`src/common/ac97_defs.svh`:
```
`ifndef AC97_DEFS_SVH
`define AC97_DEFS_SVH

// ----------------------------------------
// AC-link frame format
// ----------------------------------------

// System clocks per AC-link bit
`define AC97_BIT_DIV       4
`define AC97_FRAME_BITS    256
`define AC97_TAG_BITS      16
`define AC97_SLOT_BITS     20
`define AC97_PCM_BITS      18
// Frame starts with the codec held in reset
`define AC97_RESET_FRAMES  4

// Fixed codec register contents
`define AC97_VENDOR_ID1    16'h4E53
`define AC97_VENDOR_ID2    16'h4350
`define AC97_RESET_VALUE   16'h0D50
`define AC97_EXT_ID        16'h0101

`endif

```
`src/common/acLinkPkg.sv`:
```
package acLinkPkg;

	// ----------------------------------------
	// Link state and command kinds
	// ----------------------------------------

	// Codec reset, wait for ready, then stream frames
	typedef enum logic [1:0] {
		LINK_RESET,
		LINK_WAIT,
		LINK_RUN
	} linkState_e;

	// Slot 1 bit 19, set for a register read
	typedef enum logic {
		CMD_WRITE,
		CMD_READ
	} cmdKind_e;

	// ----------------------------------------
	// Slot 0 tag bits
	// ----------------------------------------
	localparam int TAG_VALID     = 15;
	localparam int TAG_CMD_ADDR  = 14;
	localparam int TAG_CMD_DATA  = 13;
	// PCM left and right valid
	localparam int TAG_PCM_LEFT  = 12;
	localparam int TAG_PCM_RIGHT = 11;

endpackage

```
`src/common/regMapPkg.sv`:
```
package regMapPkg;

	typedef logic [4:0] regIdx_t;
	typedef logic [6:0] codecAddr_t;

	localparam codecAddr_t STATUS_ADDR   = 7'h26;
	localparam codecAddr_t PENDING_ADDR  = 7'h68;
	localparam regIdx_t    FIRST_SCRATCH = 5'd27;

	// Compressed index to codec address, 27 mixer registers then scratch space
	localparam codecAddr_t ADDR_MAP [32] = '{
		7'h00, 7'h02, 7'h04, 7'h06, 7'h0A, 7'h0C, 7'h0E, 7'h10,
		7'h12, 7'h14, 7'h16, 7'h18, 7'h1A, 7'h1C, 7'h20, 7'h22,
		7'h24, 7'h26, 7'h28, 7'h2A, 7'h2C, 7'h32, 7'h5A, 7'h74,
		7'h7A, 7'h7C, 7'h7E, 7'h60, 7'h62, 7'h64, 7'h66, 7'h68
	};

	function automatic codecAddr_t toCodecAddr(regIdx_t idx);
		return ADDR_MAP[idx];
	endfunction

	// Unmapped addresses land in the last scratch slot
	function automatic regIdx_t toRegIdx(codecAddr_t addr);
		regIdx_t idx;
		idx = 5'd31;
		for (int i = 0; i < 32; i++) begin
			if (ADDR_MAP[i] == addr) begin
				idx = regIdx_t'(i);
			end
		end
		return idx;
	endfunction

	function automatic logic isReadOnly(codecAddr_t addr);
		return addr inside {7'h00, 7'h22, 7'h5A, 7'h74, 7'h7C, 7'h7E};
	endfunction

	function automatic logic isScratch(regIdx_t idx);
		return idx >= FIRST_SCRATCH;
	endfunction

endpackage

```
`src/common/slotBus.sv`:
```
`timescale 1ns/1ps

// Pending codec command out of the shadow registers, status reply back in
interface slotBus;

	// Highest dirty register, registered on the regs side
	logic                  cmdValid;
	acLinkPkg::cmdKind_e   cmdKind;
	regMapPkg::codecAddr_t cmdAddr;
	logic [15:0]           cmdData;
	// Frame start pulse when the link consumes the command
	logic                  cmdTake;

	// Register read reply from input slots 1 and 2
	logic                  statusValid;
	regMapPkg::codecAddr_t statusAddr;
	logic [15:0]           statusData;

	modport regs (output cmdValid, cmdKind, cmdAddr, cmdData,
		input cmdTake, statusValid, statusAddr, statusData);
	modport link (input cmdValid, cmdKind, cmdAddr, cmdData,
		output cmdTake, statusValid, statusAddr, statusData);

endinterface

```
`src/aclink/frameShifter.sv`:
```
`timescale 1ns/1ps
`include "ac97_defs.svh"

module frameShifter (
	input  logic                                clk_i,
	input  logic                                RESET,
	input  logic                                bitTick_i,
	input  logic [$clog2(`AC97_FRAME_BITS)-1:0] bitPos_i,
	input  logic                                frameStart_i,
	input  acLinkPkg::linkState_e               linkState_i,
	input  logic [`AC97_PCM_BITS-1:0]           pcm_i,
	input  logic                                acSdataIn_i,
	output logic                                acSync_o,
	output logic                                acSdataOut_o,
	output logic                                codecReady_o,
	slotBus.link                                bus_o
);

	localparam int POS_W     = $clog2(`AC97_FRAME_BITS);
	localparam int SLOT_W    = `AC97_SLOT_BITS;
	// Slots 0 to 4 carry data, the rest of the frame is zero
	localparam int OUT_BITS  = `AC97_TAG_BITS + 4 * SLOT_W;
	// Input tag, slot 1 and slot 2
	localparam int HEAD_BITS = `AC97_TAG_BITS + 2 * SLOT_W;
	localparam int ADDR_PAD  = SLOT_W - 1 - $bits(regMapPkg::codecAddr_t);
	localparam int DATA_PAD  = SLOT_W - 16;
	localparam int PCM_PAD   = SLOT_W - `AC97_PCM_BITS;

	logic [`AC97_TAG_BITS-1:0] tagOut;
	logic [`AC97_TAG_BITS-1:0] tagIn;
	logic [SLOT_W-1:0]         slot1Out;
	logic [SLOT_W-1:0]         slot2Out;
	logic [SLOT_W-1:0]         slot3Out;
	logic [SLOT_W-1:0]         slot4Out;
	logic [OUT_BITS-1:0]       frameOut;
	logic [OUT_BITS-1:0]       outShift;
	logic [HEAD_BITS-1:0]      headIn;
	logic                      running;
	logic                      scratchCmd;
	logic                      sendCmd;

	assign running    = linkState_i == acLinkPkg::LINK_RUN;
	// Scratch registers have no codec counterpart
	assign scratchCmd = regMapPkg::isScratch(regMapPkg::toRegIdx(bus_o.cmdAddr));
	assign sendCmd    = running && bus_o.cmdValid && !scratchCmd;
	// Any offered command is consumed, scratch ones are dropped here
	assign bus_o.cmdTake = frameStart_i && running && bus_o.cmdValid;

	// ----------------------------------------
	// Outgoing frame
	// ----------------------------------------
	always_comb begin
		tagOut   = '0;
		slot1Out = '0;
		slot2Out = '0;
		slot3Out = '0;
		slot4Out = '0;
		if (sendCmd) begin
			// Tag 0xE000, command address and data valid
			tagOut[acLinkPkg::TAG_VALID]    = 1'b1;
			tagOut[acLinkPkg::TAG_CMD_ADDR] = 1'b1;
			tagOut[acLinkPkg::TAG_CMD_DATA] = 1'b1;
			slot1Out = {bus_o.cmdKind == acLinkPkg::CMD_READ, bus_o.cmdAddr, {ADDR_PAD{1'b0}}};
			slot2Out = {bus_o.cmdData, {DATA_PAD{1'b0}}};
		end else if (running) begin
			// Tag 0x9800, same sample on left and right
			tagOut[acLinkPkg::TAG_VALID]     = 1'b1;
			tagOut[acLinkPkg::TAG_PCM_LEFT]  = 1'b1;
			tagOut[acLinkPkg::TAG_PCM_RIGHT] = 1'b1;
			slot3Out = {pcm_i, {PCM_PAD{1'b0}}};
			slot4Out = {pcm_i, {PCM_PAD{1'b0}}};
		end
	end

	assign frameOut = {tagOut, slot1Out, slot2Out, slot3Out, slot4Out};

	// MSB first, zeros fill after slot 4
	always_ff @(posedge clk_i) begin
		if (bitTick_i) begin
			outShift <= {(frameStart_i ? frameOut[OUT_BITS-2:0] : outShift[OUT_BITS-2:0]), 1'b0};
		end
	end

	always_ff @(posedge clk_i) begin
		if (RESET) begin
			acSync_o     <= 1'b0;
			acSdataOut_o <= 1'b0;
		end else if (bitTick_i) begin
			// SYNC covers the tag slot
			acSync_o     <= bitPos_i < POS_W'(`AC97_TAG_BITS);
			acSdataOut_o <= frameStart_i ? frameOut[OUT_BITS-1] : outShift[OUT_BITS-1];
		end
	end

	// ----------------------------------------
	// Incoming slots 0 to 2
	// ----------------------------------------
	assign tagIn = headIn[HEAD_BITS-1 -: `AC97_TAG_BITS];

	// Input bit n is sampled on the tick at position n+1
	always_ff @(posedge clk_i) begin
		if (RESET) begin
			headIn            <= '0;
			codecReady_o      <= 1'b0;
			bus_o.statusValid <= 1'b0;
		end else begin
			bus_o.statusValid <= 1'b0;
			if (frameStart_i) begin
				codecReady_o      <= tagIn[acLinkPkg::TAG_VALID];
				bus_o.statusValid <= tagIn[acLinkPkg::TAG_VALID] &&
					tagIn[acLinkPkg::TAG_CMD_ADDR] && tagIn[acLinkPkg::TAG_CMD_DATA];
			end else if (bitTick_i && bitPos_i <= POS_W'(HEAD_BITS)) begin
				headIn <= {headIn[HEAD_BITS-2:0], acSdataIn_i};
			end
		end
	end

	// Slot 1 bits 18:12 and slot 2 bits 19:4
	always_ff @(posedge clk_i) begin
		if (frameStart_i) begin
			bus_o.statusAddr <= headIn[2 * SLOT_W - 2 -: $bits(regMapPkg::codecAddr_t)];
			bus_o.statusData <= headIn[SLOT_W-1 -: 16];
		end
	end

endmodule

```
`src/aclink/frameTimer.sv`:
```
`timescale 1ns/1ps
`include "ac97_defs.svh"

module frameTimer (
	input  logic                                clk_i,
	input  logic                                RESET,
	output logic                                bitTick_o,
	output logic [$clog2(`AC97_FRAME_BITS)-1:0] bitPos_o,
	output logic                                frameStart_o,
	output logic                                acBitClk_o
);

	localparam int DIV_W = $clog2(`AC97_BIT_DIV);

	logic [DIV_W-1:0] prescale;

	// ----------------------------------------
	// Bit clock prescaler
	// ----------------------------------------

	// Tick on the last system clock of each bit period
	assign bitTick_o    = prescale == DIV_W'(`AC97_BIT_DIV - 1);
	// High for the first half of the bit
	assign acBitClk_o   = prescale < DIV_W'(`AC97_BIT_DIV / 2);
	// Bit 0 launches on this tick
	assign frameStart_o = bitTick_o && bitPos_o == '0;

	always_ff @(posedge clk_i) begin
		if (RESET) begin
			prescale <= '0;
			bitPos_o <= '0;
		end else if (bitTick_o) begin
			prescale <= '0;
			// Wraps at the frame length
			bitPos_o <= bitPos_o + 1'b1;
		end else begin
			prescale <= prescale + 1'b1;
		end
	end

endmodule

```
`src/aclink/linkSequencer.sv`:
```
`timescale 1ns/1ps
`include "ac97_defs.svh"

module linkSequencer (
	input  logic                  clk_i,
	input  logic                  RESET,
	input  logic                  frameStart_i,
	input  logic                  codecReady_i,
	output acLinkPkg::linkState_e linkState_o,
	output logic                  codecResetN_o
);

	localparam int CNT_W = $clog2(`AC97_RESET_FRAMES);

	acLinkPkg::linkState_e stateNext;
	logic [CNT_W-1:0]      frameCnt;
	logic                  resetDone;

	// Last frame start of the codec reset time
	assign resetDone = frameStart_i && frameCnt == CNT_W'(`AC97_RESET_FRAMES - 1);

	// ----------------------------------------
	// Next state
	// ----------------------------------------
	always_comb begin
		stateNext = linkState_o;
		case (linkState_o)
			acLinkPkg::LINK_RESET: if (resetDone) stateNext = acLinkPkg::LINK_WAIT;
			// Start streaming on a frame boundary
			acLinkPkg::LINK_WAIT: if (frameStart_i && codecReady_i) stateNext = acLinkPkg::LINK_RUN;
			// codec lost ready, stop sending
			acLinkPkg::LINK_RUN: if (!codecReady_i) stateNext = acLinkPkg::LINK_WAIT;
			default: stateNext = acLinkPkg::LINK_RESET;
		endcase
	end

	always_ff @(posedge clk_i) begin
		if (RESET) begin
			linkState_o   <= acLinkPkg::LINK_RESET;
			frameCnt      <= '0;
			codecResetN_o <= 1'b0;
		end else begin
			linkState_o <= stateNext;
			// Count frame starts while the codec is held in reset
			if (linkState_o == acLinkPkg::LINK_RESET && frameStart_i) begin
				frameCnt <= frameCnt + 1'b1;
			end
			if (resetDone && linkState_o == acLinkPkg::LINK_RESET) begin
				codecResetN_o <= 1'b1;
			end
		end
	end

endmodule

```
`src/logic/ac97Top.sv`:
```
`timescale 1ns/1ps
`include "ac97_defs.svh"

module ac97Top (
	input  logic                      clk_i,
	input  logic                      RESET,
	input  logic                      wbCyc_i,
	input  logic                      wbStb_i,
	input  logic                      wbWe_i,
	input  logic [6:0]                wbAdr_i,
	input  logic [15:0]               wbDat_i,
	output logic [15:0]               wbDat_o,
	output logic                      wbAck_o,
	input  logic [`AC97_PCM_BITS-1:0] pcm_i,
	output logic                      acBitClk_o,
	output logic                      acSync_o,
	output logic                      acSdataOut_o,
	output logic                      codecResetN_o,
	input  logic                      acSdataIn_i
);

	logic                                bitTick;
	logic [$clog2(`AC97_FRAME_BITS)-1:0] bitPos;
	logic                                frameStart;
	logic                                codecReady;
	acLinkPkg::linkState_e               linkState;

	// Command and status path between host side and link
	slotBus linkBus ();

	// ----------------------------------------
	// Host side
	// ----------------------------------------
	shadowRegs regs_i (
		.clk_i   (clk_i),
		.RESET   (RESET),
		.wbCyc_i (wbCyc_i),
		.wbStb_i (wbStb_i),
		.wbWe_i  (wbWe_i),
		.wbAdr_i (wbAdr_i),
		.wbDat_i (wbDat_i),
		.wbDat_o (wbDat_o),
		.wbAck_o (wbAck_o),
		.bus_i   (linkBus)
	);

	// ----------------------------------------
	// AC-link
	// ----------------------------------------
	frameTimer timer_i (
		.clk_i        (clk_i),
		.RESET        (RESET),
		.bitTick_o    (bitTick),
		.bitPos_o     (bitPos),
		.frameStart_o (frameStart),
		.acBitClk_o   (acBitClk_o)
	);

	linkSequencer seq_i (
		.clk_i         (clk_i),
		.RESET         (RESET),
		.frameStart_i  (frameStart),
		.codecReady_i  (codecReady),
		.linkState_o   (linkState),
		.codecResetN_o (codecResetN_o)
	);

	frameShifter shifter_i (
		.clk_i        (clk_i),
		.RESET        (RESET),
		.bitTick_i    (bitTick),
		.bitPos_i     (bitPos),
		.frameStart_i (frameStart),
		.linkState_i  (linkState),
		.pcm_i        (pcm_i),
		.acSdataIn_i  (acSdataIn_i),
		.acSync_o     (acSync_o),
		.acSdataOut_o (acSdataOut_o),
		.codecReady_o (codecReady),
		.bus_o        (linkBus)
	);

endmodule

```
`src/shadow/shadowRegs.sv`:
```
`timescale 1ns/1ps
`include "ac97_defs.svh"

module shadowRegs (
	input  logic                  clk_i,
	input  logic                  RESET,
	input  logic                  wbCyc_i,
	input  logic                  wbStb_i,
	input  logic                  wbWe_i,
	input  regMapPkg::codecAddr_t wbAdr_i,
	input  logic [15:0]           wbDat_i,
	output logic [15:0]           wbDat_o,
	output logic                  wbAck_o,
	slotBus.regs                  bus_i
);

	localparam int NUM_REGS = 2 ** $bits(regMapPkg::regIdx_t);

	logic [15:0]        regFile [NUM_REGS];
	logic [NUM_REGS-1:0] dirty;
	logic [NUM_REGS-1:0] dirtyNext;
	logic [15:0]        statusReg;
	logic [15:0]        readValue;
	logic               wbStart;
	logic               hostWr;
	regMapPkg::regIdx_t hostIdx;
	regMapPkg::regIdx_t scanIdx;
	regMapPkg::regIdx_t pendIdx;
	logic               scanValid;
	logic               scanRead;

	// ----------------------------------------
	// Wishbone slave
	// ----------------------------------------

	// First clock of a request, ack follows on the next
	assign wbStart = wbCyc_i && wbStb_i && !wbAck_o;
	assign hostIdx = regMapPkg::toRegIdx(wbAdr_i);
	// read-only registers are never written or marked dirty
	assign hostWr  = wbStart && wbWe_i && !regMapPkg::isReadOnly(wbAdr_i);

	// Identity registers are hard values, 0x5A and 0x74 stay at zero
	always_comb begin
		case (wbAdr_i)
			7'h00:                   readValue = `AC97_RESET_VALUE;
			7'h22:                   readValue = `AC97_EXT_ID;
			7'h7C:                   readValue = `AC97_VENDOR_ID1;
			7'h7E:                   readValue = `AC97_VENDOR_ID2;
			regMapPkg::STATUS_ADDR:  readValue = statusReg;
			regMapPkg::PENDING_ADDR: readValue = {16{|dirty}};
			default:                 readValue = regFile[hostIdx];
		endcase
	end

	always_ff @(posedge clk_i) begin
		if (RESET) begin
			wbAck_o <= 1'b0;
			wbDat_o <= '0;
		end else begin
			wbAck_o <= wbStart;
			wbDat_o <= wbStart ? readValue : '0;
		end
	end

	// ----------------------------------------
	// Register file and status capture
	// ----------------------------------------
	always_ff @(posedge clk_i) begin
		if (RESET) begin
			for (int i = 0; i < NUM_REGS; i++) begin
				regFile[i] <= '0;
			end
		end else if (hostWr) begin
			regFile[hostIdx] <= wbDat_i;
		end
	end

	// Only the reply for 0x26 is kept
	always_ff @(posedge clk_i) begin
		if (RESET) begin
			statusReg <= '0;
		end else if (bus_i.statusValid && bus_i.statusAddr == regMapPkg::STATUS_ADDR) begin
			statusReg <= bus_i.statusData;
		end
	end

	// ----------------------------------------
	// Dirty tracking
	// ----------------------------------------

	// A host write on the take clock keeps the bit set
	always_comb begin
		dirtyNext = dirty;
		if (bus_i.cmdTake) begin
			dirtyNext[pendIdx] = 1'b0;
		end
		if (hostWr) begin
			dirtyNext[hostIdx] = 1'b1;
		end
	end

	// Priority scan, highest index wins
	always_comb begin
		scanValid = 1'b0;
		scanIdx   = '0;
		for (int i = 0; i < NUM_REGS; i++) begin
			if (dirty[i]) begin
				scanValid = 1'b1;
				scanIdx   = regMapPkg::regIdx_t'(i);
			end
		end
	end

	// Status register goes out as a read
	assign scanRead = regMapPkg::toCodecAddr(scanIdx) == regMapPkg::STATUS_ADDR;

	always_ff @(posedge clk_i) begin
		if (RESET) begin
			dirty          <= '0;
			bus_i.cmdValid <= 1'b0;
		end else begin
			dirty          <= dirtyNext;
			bus_i.cmdValid <= scanValid;
		end
	end

	// Command payload follows the scan
	always_ff @(posedge clk_i) begin
		pendIdx       <= scanIdx;
		bus_i.cmdAddr <= regMapPkg::toCodecAddr(scanIdx);
		bus_i.cmdKind <= scanRead ? acLinkPkg::CMD_READ : acLinkPkg::CMD_WRITE;
		bus_i.cmdData <= scanRead ? '0 : regFile[scanIdx];
	end

endmodule
```
`config.mk`:
```
export PLATFORM = sky130hd
export DESIGN_NAME = ac97Top
export DESIGN_NICKNAME = d
export VERILOG_FILES = /design/src/common/acLinkPkg.sv /design/src/common/regMapPkg.sv /design/src/common/slotBus.sv /design/src/aclink/frameShifter.sv /design/src/aclink/frameTimer.sv /design/src/aclink/linkSequencer.sv /design/src/logic/ac97Top.sv /design/src/shadow/shadowRegs.sv
export VERILOG_INCLUDE_DIRS = /design/src /design/src/common
export SDC_FILE = /design/constraint.sdc
export NUM_CORES = 2
export LEC_CHECK = 0
export BUFFER_PORTS_ARGS = -buffer_cell sky130_fd_sc_hd__buf_4
export CAP_MARGIN = 40
export CORE_AREA = 4 4 368 370
export CTS_CLUSTER_DIAMETER = 120
export DETAILED_ROUTE_END_ITERATION = 16
export DIE_AREA = 0 0 372 374
export PLACE_DENSITY_LB_ADDON = 0.15
export SLEW_MARGIN = 5
export SYNTH_ARGS = -nofsm -noshare
export SYNTH_HDL_FRONTEND = slang
export SYNTH_SLANG_ARGS = --single-unit
```
`constraint.sdc`:
```
create_clock -name clk_i -period 8 [get_ports clk_i]
set_input_delay 0.4 -clock clk_i [delete_from_list [all_inputs] [get_ports clk_i]]
set_output_delay 0.4 -clock clk_i [all_outputs]
set_load 0.005 [all_outputs]
```
==> summary.txt <==
Detailed routing
  • 1st-pass router iterations: 6
  • Vias per inst: 5.44
  • Antenna-violating nets left: 0
  • 1st-iter DRT viols: 3708
  • Detailed-route DRC error count: 0
  • Final wirelength: 165000 um
  • Vias: 31242
  • WL/cell: 28.7 um

Worst setup path
  • Critical path class: flip-flop to flip-flop
  • Worst setup SP type: flip-flop
  • Crit-path max FO: 106
  • Kind of cell adding the most delay to the critical path: compound AO/OA/AOI/OAI gates
  • Cell mode on critical path: a22o_1
  • Critical path's slowest cell: a211oi_1
  • Buffers & Inverters on Critical Path: 2
  • Max incr delay on CP: 0.73 ns
  • Worst-path cell chain: nand2b_1 -> a21oi_1 -> o221a_2 -> or2_1 -> nor2_8 -> clkinv_8 -> buf_4 -> a211oi_1 -> a311oi_1 -> a22o_1 -> a22o_1
  • CP arrival: 5.36 ns
  • Kind of end point of the critical path: flip-flop
  • CP required: 8.60 ns

Global route
  • Number of global-route vias before repair: 29490
  • Global-route wire length before repair: 230000 um
  • Tot GR Track Use: 23.0%
  • Grt total ovfl: 0
  • Initial antenna violation count: 19
  • Largest net degree at the start of global routing: 112

Final layout
  • Area growth syn-to-layout: 17.5%
  • Area of the multi-input gates: 16200 um2
  • Fillers: 13152
  • Sequential cell area: 22200 um2
  • Nets: 3939
  • Share of post-route cells with drive strength above 1: 11.9%

Hold path
  • HP Class: input port to flip-flop

Logic synthesis
  • Count of cell types in the netlist: 94
  • Share of the synthesized area in the top cell type: 48.0%
  • Mean Syn Cell Area: 10.3 um2
  • Cell area after synthesis: 39300 um2
  • Synth Flop Type: edfxtp_1
  • Synth warn: 0
  • Synthesized instance count: 3810
  • #FFs+latches synth: 797
  • Top cells by count, synth: nand2_1 (851), edfxtp_1 (628), and2_1 (443)
  • Sequential fraction of the synthesis area: 56.6%
  • Post-synth top area cell: edfxtp_1
  • Top cells by area in the synthesized netlist: edfxtp_1 (48%), dfxtp_1 (8.6%), nand2_1 (8.1%)
  • Post-synth EDFFs: 628
  • Count leader, synth: nand2_1
  • Ys async rst share: 0%

Floorplanning
  • Ports: 68
  • Chip width: 372 um
  • Core area: 133000 um2
  • Initial core utilization: 29.7%
  • Die Ht: 374 um
  • FP Rows: 134
  • Die ar.: 139000 um2

STA
  • Endpoints failing hold: 0
  • Worst Tran Pin Value: 1.07 ns
  • Slew HR: 28.8%
  • Layout Skew: 0.0598 ns
  • Post-route clock period utilization: 59.5%
  • Final Slew Violations: 0
  • Fmax: 210 MHz
  • Setup violators final: 0
  • Fin crit period: 4.76 ns
  • RSZ-0062 raised after global routing: no
  • Setup_tns: 0 ns

Clock network
  • CTS Buf Count: 96
  • Clock latency on the worst-skew pair: 0.71 ns
  • CTS tree: built
  • H-Tree Depth: 3
  • Post-CTS setup buffers: 0
  • Num Clock Sinks: 797
  • Clock Tree Buf Depth: 3
  • Clock tree root driver cell: clkbuf_16
  • Reg clk slew, reported paths: 0.06 ns

Power and ir drop
  • P_leak: 17.2 nW
  • VDD IR-drop max: 0.000143 V
  • P per Cell Area: 236 nW/um2
  • Total chip power: 10.9 mW

Place
  • Final Wtd Congestion: 0.944
  • Placed wire-length estimate: 109000 um
  • # port buffers: 67

Run status
  • Outcome: completed

Flow run
  • Max cap viols: 0
[path summary, 6_finish.rpt]
path | start | to | slack [ns] | cells after the start
hold reg to reg | shifter_i.headIn[28] | shifter_i.headIn[29] | 0.45 | 2
hold / removal | pcm_i[16] | shifter_i.outShift[19] | 0.04 | 2
setup / recovery | regs_i.dirty[19] | regs_i.bus_i.cmdData[9] | 3.24 | 11
setup reg to reg | regs_i.dirty[19] | regs_i.bus_i.cmdData[9] | 3.24 | 11
[flip-flops by register name, summed over array words and instances (netlist names), 2 cells and up]
register	cells
timer_i.bitPos_o	8
regs_i.wbDat_o	16
regs_i.dirty	32
regs_i.regFile	512
timer_i.prescale	2
seq_i.linkState_o	2
regs_i.bus_i.cmdAddr	6
shifter_i.outShift	93
regs_i.statusReg	16
shifter_i.headIn	56
shifter_i.bus_o.statusData	16
seq_i.frameCnt	2
regs_i.pendIdx	5
regs_i.bus_i.cmdData	16
shifter_i.bus_o.statusAddr	7
[logic make-up (layout without fill, tap and decap cells)]
group | Yosys count | count (layout) | share of synthesized area (%)
AND/OR/NAND/NOR | 1717 | 1717 | 21.3
flip-flops | 797 | 797 | 56.6
AO/OA/AOI/OAI | 788 | 788 | 13.9
buffers and inverters | 333 | 393 | 3.68
multiplexers | 153 | 153 | 3.90
adder cells (fa/ha/maj) | 11 | 11 | 0.350
XOR/XNOR | 10 | 10 | 0.223
other | 1 | 102 | 0.00954
[metal layers]
layer / share of wire (%) / vias up / GRT usage [%]
met1: 43 / 15550 / 31.1
met2: 43 / 1530 / 34.5
met5: 0.0079 / - / 0
met4: 5.1 / 2 / 10.5
li1: - / 13846 / -
met3: 8.8 / 314 / 5.96
[cell type report]
| class | instances | area share [%] |
|---|---|---|
| antenna | 6 | 0.0325 |
| sequential | 797 | 48.1 |
| inverter | 20 | 0.189 |
| timing repair buffer | 191 | 3.98 |
| multi-input combinational | 2775 | 35.1 |
| clock buffer | 131 | 6.14 |
| clock inverter | 51 | 1.63 |
| tap | 1768 | 4.79 |
[power breakdown]
group	switching, mW	internal [mW]
clock	1.89	3.01
combinational	0.855	0.332
sequential	0.134	4.66
[cells in the final DEF (no fill, tap or decap), types with 14 or more instances in the layout]
master,synthesis,final
inv_1,16,15
nor4_1,25,25
nor3_1,19,18
mux2i_1,152,152
bufinv_16,0,16
dfxtp_1,169,169
edfxtp_1,628,628
a211oi_1,28,28
a22o_1,81,81
clkinv_2,0,16
a221oi_1,26,26
a31oi_1,54,54
a311oi_1,66,65
nand2b_1,20,20
clkbuf_16,0,100
o21ai_0,79,54
o22ai_1,24,24
o21ai_2,0,14
buf_4,14,145
a31o_2,15,15
nor2_2,20,30
and2_1,443,440
a21boi_0,25,25
buf_8,0,18
a32oi_1,63,63
nand2_1,851,850
a21oi_1,232,231
nand3_1,94,94
clkbuf_8,0,22
and3_1,70,70
conb_1,1,96
nor2_1,90,79
[per-stage QoR]
step           area [um2]  setup WS (ns)  util, %  hold WS, ns  cells
4_1_cts             46200           3.42     34.8     0.000313   5729
5_1_grt             46200           3.15     34.8      0.00308   5733
6_report            46200           3.24     34.9       0.0411   5739
3_5_place_dp        42500           3.00     32.1        0.438   5543
2_1_floorplan       39700           2.86        -        0.404   3905
3_3_place_gp        41900           2.82     31.6        0.437   5504
[what timing repair did]
| action | in CTS | in global routing |
|---|---|---|
| endpoints found under the hold margin | 5 | 0 |
| gates resized for setup | 0 | 0 |
| hold buffers | 4 | 0 |
| endpoints found under the setup margin | 0 | 0 |
No activity file was read; power rests on OpenSTA's default activity.
